==> src/verilog/ps2_kbd_pkg.sv <==
package ps2_kbd_pkg;

    // ~~~~~~~~~~~~~~~~~~~~~~~~~~~~~~~~~~~~~~~~
    // sizes and protocol constants
    // ~~~~~~~~~~~~~~~~~~~~~~~~~~~~~~~~~~~~~~~~
    localparam int FIFO_DEPTH   = 8;
    localparam int FIFO_AW      = 3;
    localparam int IDLE_TIMEOUT = 4096;                 // clk cycles without a ps2 edge.

    localparam logic [7:0] BREAK_PREFIX = 8'hF0;
    localparam logic [6:0] SEG_BLANK    = 7'b1111111;   // all segments off.

    localparam logic [3:0] ADDR_STATUS = 4'h0;
    localparam logic [3:0] ADDR_DATA   = 4'h4;
    localparam logic [3:0] ADDR_COUNT  = 4'h8;
    localparam logic [3:0] ADDR_CTRL   = 4'hC;

    localparam logic [1:0] RESP_OKAY   = 2'b00;
    localparam logic [1:0] RESP_SLVERR = 2'b10;

    // ~~~~~~~~~~~~~~~~~~~~~~~~~~~~~~~~~~~~~~~~
    // bundles between blocks
    // ~~~~~~~~~~~~~~~~~~~~~~~~~~~~~~~~~~~~~~~~
    typedef struct packed {
        logic       valid;
        logic [7:0] data;
        logic       frame_err;
    } ps2_frame_t;

    typedef struct packed {
        logic       valid;
        logic [7:0] code;
    } key_event_t;

    typedef struct packed {
        logic               empty;
        logic               full;
        logic               overflow;
        logic [FIFO_AW-1:0] level;      // wraps to 0 when full.
    } fifo_stat_t;

    typedef struct packed {
        logic [3:0]  awaddr;
        logic        awvalid;
        logic [31:0] wdata;
        logic [3:0]  wstrb;
        logic        wvalid;
        logic        bready;
        logic [3:0]  araddr;
        logic        arvalid;
        logic        rready;
    } axil_req_t;

    typedef struct packed {
        logic        awready;
        logic        wready;
        logic [1:0]  bresp;
        logic        bvalid;
        logic        arready;
        logic [31:0] rdata;
        logic [1:0]  rresp;
        logic        rvalid;
    } axil_rsp_t;

    typedef struct packed {
        logic [6:0] d5;
        logic [6:0] d4;
        logic [6:0] d3;
        logic [6:0] d2;
        logic [6:0] d1;
        logic [6:0] d0;
    } seg_bus_t;

    // number of stored entries, with the full case restored to 8.
    function automatic logic [3:0] fifo_count(fifo_stat_t s);
        return s.full ? 4'(FIFO_DEPTH) : {1'b0, s.level};
    endfunction

endpackage

==> src/verilog/kbd_ctrl_regs.sv <==
`timescale 1ns/1ps
module kbd_ctrl_regs (
    input  logic                    clk,
    input  logic                    rst_n,
    input  ps2_kbd_pkg::axil_req_t  req,
    output ps2_kbd_pkg::axil_rsp_t  rsp,
    input  logic [7:0]              head,
    input  ps2_kbd_pkg::fifo_stat_t stat,
    input  logic [7:0]              press_count,
    input  logic                    key_held,
    input  logic                    frame_err_seen,
    output logic                    pop,
    output logic                    clear,
    output logic                    display_en
);
    import ps2_kbd_pkg::*;

    logic        awready;
    logic        bvalid;
    logic [1:0]  bresp;
    logic        arready;
    logic        rvalid;
    logic [31:0] rdata;
    logic [31:0] rd_mux;
    logic        wr_ctrl;
    logic        rd_hs;

    assign wr_ctrl = ({req.awaddr[3:2], 2'b00} == ADDR_CTRL);
    assign rd_hs   = req.arvalid & arready;
    assign pop     = rd_hs && ({req.araddr[3:2], 2'b00} == ADDR_DATA) && !stat.empty;

    always_comb begin
        case ({req.araddr[3:2], 2'b00})
            ADDR_STATUS: rd_mux = {24'd0, fifo_count(stat), key_held, frame_err_seen,
                                   stat.overflow, ~stat.empty};
            ADDR_DATA:   rd_mux = stat.empty ? 32'd0 : {24'd0, head};
            ADDR_COUNT:  rd_mux = {24'd0, press_count};
            default:     rd_mux = {30'd0, display_en, 1'b0};
        endcase
    end

    // ~~~~~~~~~~~~~~~~~~~~~~~~~~~~~~~~~~~~~~~~
    // write channel
    // ~~~~~~~~~~~~~~~~~~~~~~~~~~~~~~~~~~~~~~~~
    always_ff @(posedge clk or negedge rst_n) begin
        if (!rst_n) begin
            awready    <= 1'b0;
            bvalid     <= 1'b0;
            bresp      <= RESP_OKAY;
            clear      <= 1'b0;
            display_en <= 1'b1;
        end else begin
            clear   <= 1'b0;
            awready <= req.awvalid & req.wvalid & ~awready & ~bvalid;
            if (awready) begin                          // address and data accepted this cycle.
                bvalid <= 1'b1;
                if (wr_ctrl) begin
                    bresp <= RESP_OKAY;
                    if (req.wstrb[0]) begin
                        clear      <= req.wdata[0];
                        display_en <= req.wdata[1];
                    end
                end else begin
                    bresp <= RESP_SLVERR;               // the other registers are read only.
                end
            end else if (bvalid && req.bready) begin
                bvalid <= 1'b0;
            end
        end
    end

    // ~~~~~~~~~~~~~~~~~~~~~~~~~~~~~~~~~~~~~~~~
    // read channel
    // ~~~~~~~~~~~~~~~~~~~~~~~~~~~~~~~~~~~~~~~~
    always_ff @(posedge clk) begin
        if (rd_hs) begin
            rdata <= rd_mux;                            // head is captured before the pop lands.
        end
    end

    always_ff @(posedge clk or negedge rst_n) begin
        if (!rst_n) begin
            arready <= 1'b1;
            rvalid  <= 1'b0;
        end else if (rd_hs) begin
            arready <= 1'b0;
            rvalid  <= 1'b1;
        end else if (rvalid && req.rready) begin
            arready <= 1'b1;
            rvalid  <= 1'b0;
        end
    end

    always_comb begin
        rsp.awready = awready;
        rsp.wready  = awready;
        rsp.bresp   = bresp;
        rsp.bvalid  = bvalid;
        rsp.arready = arready;
        rsp.rdata   = rdata;
        rsp.rresp   = RESP_OKAY;
        rsp.rvalid  = rvalid;
    end

endmodule

==> src/verilog/key_event_filter.sv <==
`timescale 1ns/1ps
module key_event_filter (
    input  logic                    clk,
    input  logic                    rst_n,
    input  ps2_kbd_pkg::ps2_frame_t frame,
    input  logic                    clear,
    output ps2_kbd_pkg::key_event_t key_event,
    output logic [7:0]              press_count,
    output logic                    key_held,
    output logic                    frame_err_seen
);
    import ps2_kbd_pkg::*;

    logic       good;
    logic       is_prefix;
    logic       is_repeat;
    logic       break_pending;
    logic [7:0] last_make;

    assign good      = frame.valid & ~frame.frame_err;
    assign is_prefix = (frame.data == BREAK_PREFIX);
    assign is_repeat = key_held && (frame.data == last_make);   // typematic repeat.

    assign key_event.valid = good & ~is_prefix & ~break_pending & ~is_repeat;
    assign key_event.code  = frame.data;

    always_ff @(posedge clk) begin
        if (key_event.valid) begin
            last_make <= frame.data;
        end
    end

    always_ff @(posedge clk or negedge rst_n) begin
        if (!rst_n) begin
            break_pending  <= 1'b0;
            key_held       <= 1'b0;
            press_count    <= '0;
            frame_err_seen <= 1'b0;
        end else if (clear) begin
            break_pending  <= 1'b0;
            key_held       <= 1'b0;
            press_count    <= '0;
            frame_err_seen <= 1'b0;
        end else begin
            if (frame.valid && frame.frame_err) begin
                frame_err_seen <= 1'b1;
            end
            if (good) begin
                if (is_prefix) begin
                    break_pending <= 1'b1;
                end else if (break_pending) begin
                    break_pending <= 1'b0;              // the released key code itself.
                    key_held      <= 1'b0;
                end else if (!is_repeat) begin
                    key_held    <= 1'b1;
                    press_count <= press_count + 1'b1;
                end
            end
        end
    end

endmodule

==> src/verilog/ps2_frame_rx.sv <==
`timescale 1ns/1ps
module ps2_frame_rx (
    input  logic                    clk,
    input  logic                    rst_n,
    input  logic                    ps2_clk,
    input  logic                    ps2_data,
    input  logic                    clear,
    output ps2_kbd_pkg::ps2_frame_t frame
);
    import ps2_kbd_pkg::*;

    logic [2:0]                      clk_sync;
    logic [1:0]                      data_sync;
    logic                            fall;
    logic [3:0]                      bit_cnt;
    logic [10:0]                     shreg;
    logic [10:0]                     shreg_nxt;
    logic [$clog2(IDLE_TIMEOUT)-1:0] idle_cnt;
    logic                            idle_expired;

    always_ff @(posedge clk or negedge rst_n) begin
        if (!rst_n) begin
            clk_sync  <= 3'b111;                        // ps2 lines idle high.
            data_sync <= 2'b11;
        end else begin
            clk_sync  <= {clk_sync[1:0], ps2_clk};
            data_sync <= {data_sync[0], ps2_data};
        end
    end

    assign fall      = clk_sync[2] & ~clk_sync[1];
    assign shreg_nxt = {data_sync[1], shreg[10:1]};     // lsb first, start bit ends in bit 0.

    always_ff @(posedge clk) begin
        if (fall) begin
            shreg <= shreg_nxt;
        end
    end

    assign idle_expired = (idle_cnt == $bits(idle_cnt)'(IDLE_TIMEOUT - 1));

    always_ff @(posedge clk or negedge rst_n) begin
        if (!rst_n) begin
            idle_cnt <= '0;
        end else if (fall || clear) begin
            idle_cnt <= '0;
        end else if (!idle_expired) begin
            idle_cnt <= idle_cnt + 1'b1;
        end
    end

    // ~~~~~~~~~~~~~~~~~~~~~~~~~~~~~~~~~~~~~~~~
    // bit count and frame check
    // ~~~~~~~~~~~~~~~~~~~~~~~~~~~~~~~~~~~~~~~~
    always_ff @(posedge clk or negedge rst_n) begin
        if (!rst_n) begin
            bit_cnt <= '0;
            frame   <= '0;
        end else begin
            frame.valid <= 1'b0;
            if (clear) begin
                bit_cnt <= '0;
            end else if (fall) begin
                if (bit_cnt == 4'd10) begin
                    bit_cnt         <= '0;
                    frame.valid     <= 1'b1;
                    frame.data      <= shreg_nxt[8:1];
                    frame.frame_err <= shreg_nxt[0] | ~shreg_nxt[10] | ~(^shreg_nxt[9:1]);
                end else begin
                    bit_cnt <= bit_cnt + 1'b1;
                end
            end else if (idle_expired) begin
                bit_cnt <= '0;                          // a lost edge must not shift later frames.
            end
        end
    end

endmodule

==> src/verilog/ps2_kbd_top.sv <==
`timescale 1ns/1ps
module ps2_kbd_top (
    input  logic                   clk,
    input  logic                   rst_n,
    input  logic                   ps2_clk,
    input  logic                   ps2_data,
    input  ps2_kbd_pkg::axil_req_t req,
    output ps2_kbd_pkg::axil_rsp_t rsp,
    output ps2_kbd_pkg::seg_bus_t  segs
);
    import ps2_kbd_pkg::*;

    ps2_frame_t frame;
    key_event_t key_event;
    fifo_stat_t stat;
    logic [7:0] head;
    logic [7:0] press_count;
    logic       key_held;
    logic       frame_err_seen;
    logic       pop;
    logic       clear;
    logic       display_en;

    ps2_frame_rx frame_rx_i (
        .clk      (clk),
        .rst_n    (rst_n),
        .ps2_clk  (ps2_clk),
        .ps2_data (ps2_data),
        .clear    (clear),
        .frame    (frame)
    );

    key_event_filter filter_i (
        .clk            (clk),
        .rst_n          (rst_n),
        .frame          (frame),
        .clear          (clear),
        .key_event      (key_event),
        .press_count    (press_count),
        .key_held       (key_held),
        .frame_err_seen (frame_err_seen)
    );

    scan_code_fifo fifo_i (
        .clk       (clk),
        .rst_n     (rst_n),
        .key_event (key_event),
        .pop       (pop),
        .clear     (clear),
        .head      (head),
        .stat      (stat)
    );

    seg_display display_i (
        .head        (head),
        .stat        (stat),
        .press_count (press_count),
        .display_en  (display_en),
        .segs        (segs)
    );

    kbd_ctrl_regs regs_i (
        .clk            (clk),
        .rst_n          (rst_n),
        .req            (req),
        .rsp            (rsp),
        .head           (head),
        .stat           (stat),
        .press_count    (press_count),
        .key_held       (key_held),
        .frame_err_seen (frame_err_seen),
        .pop            (pop),
        .clear          (clear),
        .display_en     (display_en)
    );

endmodule

==> src/verilog/scan_code_fifo.sv <==
`timescale 1ns/1ps
module scan_code_fifo (
    input  logic                    clk,
    input  logic                    rst_n,
    input  ps2_kbd_pkg::key_event_t key_event,
    input  logic                    pop,
    input  logic                    clear,
    output logic [7:0]              head,
    output ps2_kbd_pkg::fifo_stat_t stat
);
    import ps2_kbd_pkg::*;

    logic [7:0]         mem [FIFO_DEPTH];
    logic [FIFO_AW:0]   wr_ptr;
    logic [FIFO_AW:0]   rd_ptr;
    logic [FIFO_AW:0]   fill;
    logic               empty;
    logic               full;
    logic               push;
    logic               pop_ok;
    logic               overflow;

    assign empty  = (wr_ptr == rd_ptr);
    assign full   = (wr_ptr[FIFO_AW] != rd_ptr[FIFO_AW]) &&
                    (wr_ptr[FIFO_AW-1:0] == rd_ptr[FIFO_AW-1:0]);
    assign fill   = wr_ptr - rd_ptr;
    assign push   = key_event.valid & ~full;
    assign pop_ok = pop & ~empty;

    assign head          = mem[rd_ptr[FIFO_AW-1:0]];
    assign stat.empty    = empty;
    assign stat.full     = full;
    assign stat.overflow = overflow;
    assign stat.level    = fill[FIFO_AW-1:0];

    always_ff @(posedge clk) begin
        if (push) begin
            mem[wr_ptr[FIFO_AW-1:0]] <= key_event.code;
        end
    end

    always_ff @(posedge clk or negedge rst_n) begin
        if (!rst_n) begin
            wr_ptr   <= '0;
            rd_ptr   <= '0;
            overflow <= 1'b0;
        end else if (clear) begin
            wr_ptr   <= '0;
            rd_ptr   <= '0;
            overflow <= 1'b0;
        end else begin
            if (push) begin
                wr_ptr <= wr_ptr + 1'b1;
            end
            if (pop_ok) begin
                rd_ptr <= rd_ptr + 1'b1;
            end
            if (key_event.valid && full) begin
                overflow <= 1'b1;                       // the code is lost because the keyboard cannot stall.
            end
        end
    end

endmodule

==> src/verilog/seg_display.sv <==
`timescale 1ns/1ps
module seg_display (
    input  logic [7:0]              head,
    input  ps2_kbd_pkg::fifo_stat_t stat,
    input  logic [7:0]              press_count,
    input  logic                    display_en,
    output ps2_kbd_pkg::seg_bus_t   segs
);
    import ps2_kbd_pkg::*;

    logic [6:0] pc_mod;
    logic [3:0] pc_tens;
    logic [3:0] pc_units;
    logic [3:0] lvl;
    logic [3:0] lvl_tens;
    logic [3:0] lvl_units;

    // segment order is abcdefg, a low bit lights the segment.
    function automatic logic [6:0] seg_encode(logic [3:0] num);
        case (num)
            4'h0: return 7'b0000001;
            4'h1: return 7'b1001111;
            4'h2: return 7'b0010010;
            4'h3: return 7'b0000110;
            4'h4: return 7'b1001100;
            4'h5: return 7'b0100100;
            4'h6: return 7'b0100000;
            4'h7: return 7'b0001111;
            4'h8: return 7'b0000000;
            4'h9: return 7'b0000100;
            4'hA: return 7'b0001000;
            4'hB: return 7'b1100000;                    // lower case b.
            4'hC: return 7'b0110001;
            4'hD: return 7'b1000010;                    // lower case d.
            4'hE: return 7'b0110000;
            default: return 7'b0111000;
        endcase
    endfunction

    assign pc_mod    = 7'(press_count % 8'd100);
    assign pc_tens   = 4'(pc_mod / 7'd10);
    assign pc_units  = 4'(pc_mod % 7'd10);
    assign lvl       = fifo_count(stat);
    assign lvl_tens  = lvl / 4'd10;
    assign lvl_units = lvl % 4'd10;

    always_comb begin
        segs = {6{SEG_BLANK}};
        if (display_en) begin
            if (!stat.empty) begin
                segs.d0 = seg_encode(head[3:0]);
                segs.d1 = seg_encode(head[7:4]);
            end
            segs.d2 = seg_encode(pc_units);
            segs.d3 = seg_encode(pc_tens);
            segs.d4 = seg_encode(lvl_units);
            segs.d5 = seg_encode(lvl_tens);
        end
    end

endmodule
==> config.mk <==
export PLATFORM = sky130hd
export DESIGN_NAME = ps2_kbd_top
export DESIGN_NICKNAME = d
export VERILOG_FILES = /design/src/verilog/ps2_kbd_pkg.sv /design/src/verilog/kbd_ctrl_regs.sv /design/src/verilog/key_event_filter.sv /design/src/verilog/ps2_frame_rx.sv /design/src/verilog/ps2_kbd_top.sv /design/src/verilog/scan_code_fifo.sv /design/src/verilog/seg_display.sv
export SDC_FILE = /design/constraint.sdc
export NUM_CORES = 1
export LEC_CHECK = 0
export ABC_AREA = 1
export BUFFER_PORTS_ARGS = -buffer_cell sky130_fd_sc_hd__buf_2
export CAP_MARGIN = 0
export CORE_UTILIZATION = 54
export DETAILED_ROUTE_END_ITERATION = 12
export PLACE_DENSITY_LB_ADDON = 0.25
export SLEW_MARGIN = 20
export SYNTH_ARGS = -nofsm -noshare
export SYNTH_HDL_FRONTEND = slang
export SYNTH_HIERARCHICAL = 1
export SYNTH_SLANG_ARGS = --single-unit
==> constraint.sdc <==
create_clock -name clk -period 5.17 [get_ports clk]
set_clock_uncertainty 0.1 [all_clocks]
set_input_delay 1.034 -clock clk [delete_from_list [all_inputs] [get_ports clk]]
set_output_delay 1.034 -clock clk [all_outputs]
set_load 0.01 [all_outputs]
# == After elaboration in Yosys (flattened, before gate mapping) ==
# Memory sizes are Yosys's and may differ from the RTL's.
# Index checks and enable logic that the tools add are counted.
# classes
n_addsub,6
eq_ne,15
n_mux,47
reduce_logical,24
div,5
bitwise,25
# op_table
op,n
one-hot mux 32 bit (3 select lines),1
two-way mux 8 bit,6
two-way mux 42 bit,1
two-way mux 4 bit,9
two-way mux 10 bit,3
two-way mux 12 bit,2
two-way mux 1 bit,23
two-way mux 14 bit,1
nonzero test 2 bit,7
"adder 12 x 1 -> 12 bit, second input constant",1
"adder 4 x 1 -> 4 bit, second input constant",3
"equality test 12 bit, second input constant",1
inverter 1 bit,12
bitwise AND 1 bit,11
AND reduction 3 bit,3
parity 9 bit,1
"adder 8 x 1 -> 8 bit, second input constant",1
equality test 8 bit,1
"equality test 8 bit, second input constant",1
logical AND 1 bit,8
"modulo 8 x 7 -> 8 bit, second input constant",1
"divider 7 x 4 -> 7 bit, second input constant",1
"modulo 7 x 4 -> 7 bit, second input constant",1
"inequality test 2 x 1 -> 1 bit, second input constant",3
other kinds (18),20
# totals
elab_cells,153
mem_bits_rw,64
mem_bits_ro,672
input_bits,53
output_inout_bits,83
n_memories,7
reg_bits,110
# mem_list
name,words,width,read_ports,rd_clocked_by_memory_dff,wr,line_no,source
(no name shown),16,7,1,0,0,seg_display.sv:20,case (num)
(no name shown),16,7,1,0,0,seg_display.sv:20,
(no name shown),16,7,1,0,0,seg_display.sv:20,
(no name shown),16,7,1,0,0,seg_display.sv:20,
(no name shown),16,7,1,0,0,seg_display.sv:20,
(no name shown),16,7,1,0,0,seg_display.sv:20,
+1 memories,n/a,n/a,n/a,n/a,n/a,n/a,

# == Longest topological paths before layout ==
# logic_depth
word_depth,8
ltp_mapped,35
depth_no_buf,35

# == Hierarchy ==
# Netlist, hierarchy kept.
# by_module_without_submodules
module,area_per_inst_um2,instances,cells_each
scan_code_fifo,3185.6,1,279
seg_display,1904.3,1,329
ps2_frame_rx,1819.2,1,189
key_event_filter,1192.4,1,152
kbd_ctrl_regs,963.4,1,112

# == Worst setup path before layout ==
# Ideal clock, no wire load.
# synth_timing
kind,register -> output
startpoint,register filter_i.press_count[6]
endpoint,output port segs[19] in the netlist's numbering
slack_ns,0.550
t_required_ns,4.036
path_buffers,0
arrival_time_ns,3.486
stages_incl_launch_ff,36
cell_sequence,dfrtp_1 nand2_2 clkinv_1 nand3_1 nand2_2 nor2_2 nand3_2 nand2_2 nand2_1 nand2_1 nand2_1 clkinv_1 nand3_2 nand2_4 nand2_4 nand2_1 nand2_2 inv_2 nand2_2 nand2_4 nand2_2 nand2_1 inv_1 ha_1 inv_1 nand3_4 nand3_4 nand2_1 nand2_1 inv_1 ha_1 inv_1 nand2_1 nand2_1 nand2_1 nand2_1
# synth_lines
element,line_no,source
"start, declared",key_event_filter.sv:8,"output logic [7:0] press_count,"
"start signal, assigned",key_event_filter.sv:56,press_count <= press_count + 1'b1;
"end, declared",ps2_kbd_top.sv:9,output ps2_kbd_pkg::seg_bus_t segs

==> flow_metrics.py <==
metrics = {
    "outcome": {
        "status": "finished clean",
    },
    "global_routing": {
        "grt_max_degree": 59,
        "grt_pass1_wl_mm": 30.9,
        "grt_use_total": 0.220,
        "globalRouteOverflowTotal": 0,
        "antenna_found_initial": 0,
        "grt_pass1_vias": 6454,
    },
    "clocking": {
        "clockBufferDepth": 2,
        "cts_tree": "built",
        "cts_max_level": 4,
        "clk_pin_slew_ps": 60,
        "clkLatencyLatePin_ps": 430,
        "cts_made_buffers": 17,
        "cts.sinks": 148,
        "cts_root_buf": "clkbuf_16",
        "hold_buffers": 0,
    },
    "min_path": {
        "hp-class": "flop to flop",
    },
    "place": {
        "gp_congestion": 0.874,
        "port-buffer-count": 70,
        "hpwlAfterDp_mm": 12.6,
    },
    "timing": {
        "finalCriticalPeriod_ps": 5150,
        "slew_viol_final": 0,
        "fin_crit_sh": 0.995,
        "worst-slew-pin-transition_ps": 1060,
        "rsz0062_at_grt": "yes",
        "slew_headroom": 0.287,
        "hold_viol": 0,
        "setup_viol": 0,
        "tns_ps": 0,
        "fmax_ghz": 0.194,
    },
    "cells_and_area": {
        "nets": 1246,
        "diodes": 0,
        "area_delta_synth_final_pct": 17.3,
        "drive_above_1_share": 0.260,
        "fill_cells": 1313,
    },
    "setup_path": {
        "crit_family": "simple AND/OR/NAND/NOR gates",
        "slowest_stage": "dfrtp_2",
        "cp.required_ps": 4040,
        "crit_type": "flop to primary output",
        "cp.buffers_inverters": 8,
        "start_kind": "flop",
        "worstPathArrival_ps": 4010,
        "max_stage_delay_ps": 460,
        "path_common_cell": "nand2_4",
        "critPathMaxFanout": 5,
        "cp-end-kind": "primary output",
    },
    "die": {
        "die_width_um": 132,
        "rows": 47,
        "core-area_um2": 16500,
        "ios": 136,
        "fp.dieH_um": 132,
        "dieArea_um2": 17300,
        "start_util": 0.551,
    },
    "power": {
        "p_comb_frac": 0.163,
        "p_switching_w": 0.00103,
        "clock_power_share": 0.365,
        "max-vdd-ir-drop_mv": 0.254,
        "p_sw_frac": 0.309,
        "p_seq_frac": 0.473,
        "powerDensity_nw_per_um2": 314,
        "internal-power_w": 0.00230,
        "leakagePower_nw": 4.83,
        "p_total_w": 0.00333,
    },
    "synthesis": {
        "synth_cell_types": 48,
        "synth_common_cells": "256 x nand2_1, 102 x inv_1, 90 x edfxtp_1",
        "syn_inst": 1061,
        "synth_area_leaders": "edfxtp_1 30%, dfrtp_1 14%, nand2_1 11%",
        "ys_ff_latch": 148,
        "syn-cell-area_um2": 9060,
        "synth_edf_count": 90,
        "synth_top_cell_area_share": 0.298,
        "avgSynthCellArea_um2": 8.54,
        "synth_flop_cell": "edfxtp_1",
        "yosys_warnings": 6,
        "synth_top_area_cell": "edfxtp_1",
        "synth.most_common_cell": "nand2_1",
        "yosysSeqAreaShare": 0.459,
        "synthArstFlopShare": 0.392,
    },
    "route": {
        "wirelength_mm": 19.4,
        "ant_nets": 0,
        "drt-pass1-iter-count": 5,
        "num_vias": 7279,
        "via_per_inst": 5.25,
        "wire_per_inst_um": 14.0,
        "drc_errors": 0,
        "drt_iter0_drc": 589,
    },
    "run": {
        "max-cap-violations": 0,
    },
}
==> cell families (layout without fill, tap and decap cells) <==
| family | count (synthesis) | after routing | synth area share |
|---|---|---|---|
| buffers and inverters | 198 | 277 | 0.105 |
| AO/OA/AOI/OAI | 133 | 133 | 0.0868 |
| XOR/XNOR | 14 | 14 | 0.0135 |
| adder cells (fa/ha/maj) | 40 | 40 | 0.0560 |
| other | 2 | 28 | 0.000828 |
| AND/OR/NAND/NOR | 526 | 526 | 0.279 |
| flip-flops | 148 | 148 | 0.459 |
==> cells in the final DEF (no fill, tap or decap), types with 4 or more instances in the layout <==
cell / Yosys / routed
a21oi_1: 20 / 20
buf_2: 12 / 70
buf_4: 49 / 45
clkbuf_16: 0 / 17
clkinv_1: 6 / 5
conb_1: 2 / 28
dfrtp_1: 51 / 46
dfrtp_2: 0 / 5
dfstp_2: 7 / 7
edfxtp_1: 90 / 90
ha_1: 39 / 31
ha_4: 0 / 6
inv_1: 102 / 94
inv_2: 19 / 24
inv_4: 0 / 4
inv_6: 0 / 5
inv_8: 0 / 5
nand2_1: 256 / 233
nand2_2: 23 / 29
nand2_4: 7 / 24
nand3_1: 88 / 81
nand3_2: 9 / 11
nand3_4: 6 / 11
nand4_1: 24 / 24
nor2_1: 80 / 77
nor2_2: 9 / 9
nor2_4: 6 / 9
nor3_1: 7 / 6
o211ai_1: 12 / 12
o21ai_0: 53 / 53
o21ai_1: 12 / 12
o22ai_1: 16 / 16
o311ai_0: 5 / 5
xnor2_1: 4 / 4
xor2_1: 10 / 9
==> worst register-to-register path: stages (launching register included) <==
cell     delay [ps]
dfrtp_1         620
nand2_1         100
nand2_1          70
nor2_1           50
nand2_2          90
nor2_4           50
nand2_2          80
nand2_4          70
inv_2           250
nand2_4         150
nor3_1          830
==> area by class of cell <==
cell class | instances | area, µm² | share of cell area
multi-input combinational | 741 | 4390 | 0.413
sequential | 148 | 4170 | 0.392
timing repair buffer | 118 | 722 | 0.0679
inverter | 127 | 487 | 0.0458
clock buffer | 17 | 425 | 0.0400
tap | 220 | 275 | 0.0259
clock inverter | 15 | 160 | 0.0151
==> through the flow <==
step                      hold WS [ps]  instance area [µm²]   util  std cells  setup WS [ps]
final                              256                10600  0.646       1386           23.5
after detailed placement           248                 9410  0.571       1318            132
after CTS                          257                10200  0.619       1368           10.4
after global routing               259                10600  0.646       1386           -233
after floorplan                    245                 9160      -       1087            550
after global placement             246                 9410  0.571       1318            196
==> power by group through the flow <==
stage          Clock, W  Sequential [W]  Combinational [W]
3_5_place_dp          0         0.00160           0.000517
4_1_cts         0.00124         0.00157           0.000521
5_1_grt         0.00129         0.00159           0.000616
2_1_floorplan         0         0.00151           0.000461
6_report        0.00121         0.00157           0.000543
3_3_place_gp          0         0.00159           0.000507
==> flip-flops by register name, indices dropped and copies added, names as in the netlist, 2 cells and up <==
name and cells:
fifo_i/mem 64, frame_rx_i/idle_cnt 12, frame_rx_i/frame 10, frame_rx_i/shreg 10, filter_i/last_make 8, filter_i/press_count 8
regs_i/rdata 8, fifo_i/rd_ptr 4, fifo_i/wr_ptr 4, frame_rx_i/bit_cnt 4, frame_rx_i/clk_sync 3, frame_rx_i/data_sync 2
==> per-layer routing <==
layer  track usage  wire length [µm]  vias to the layer above
li1              -                 -                     3644
met1         0.304              8670                     3390
met2         0.359              9450                      216
met3        0.0401               953                       29
met4        0.0517               295                        0
met5             0                 0                        -
==> path summary, 6_finish.rpt <==
path | cells after the start | startpoint | endpoint | slack, ps
worst max register to register | 10 | frame_rx_i/frame[1] | fifo_i/mem[5][3] | 2310
min in group asynchronous | 2 | rst_n | frame_rx_i/idle_cnt[11] | 650
worst min-delay path | 0 | frame_rx_i/data_sync[0] | frame_rx_i/data_sync[1] | 260
worst max-delay path | 35 | filter_i/press_count[6] | segs[19] | 20
worst min register to register | 0 | frame_rx_i/data_sync[0] | frame_rx_i/data_sync[1] | 260
max in group asynchronous | 2 | rst_n | filter_i/press_count[7] | 3790
==> repair_timing <==
| action | 4_1_cts | 5_1_grt |
|---|---|---|
| pin swaps | 8 | 50 |
| cloned | 0 | 0 |
| resized for setup | 23 | 72 |
| setup endpoints to repair | 13 | 14 |
| setup buffers | 18 | 18 |
(Power assumes the default switching activity.)
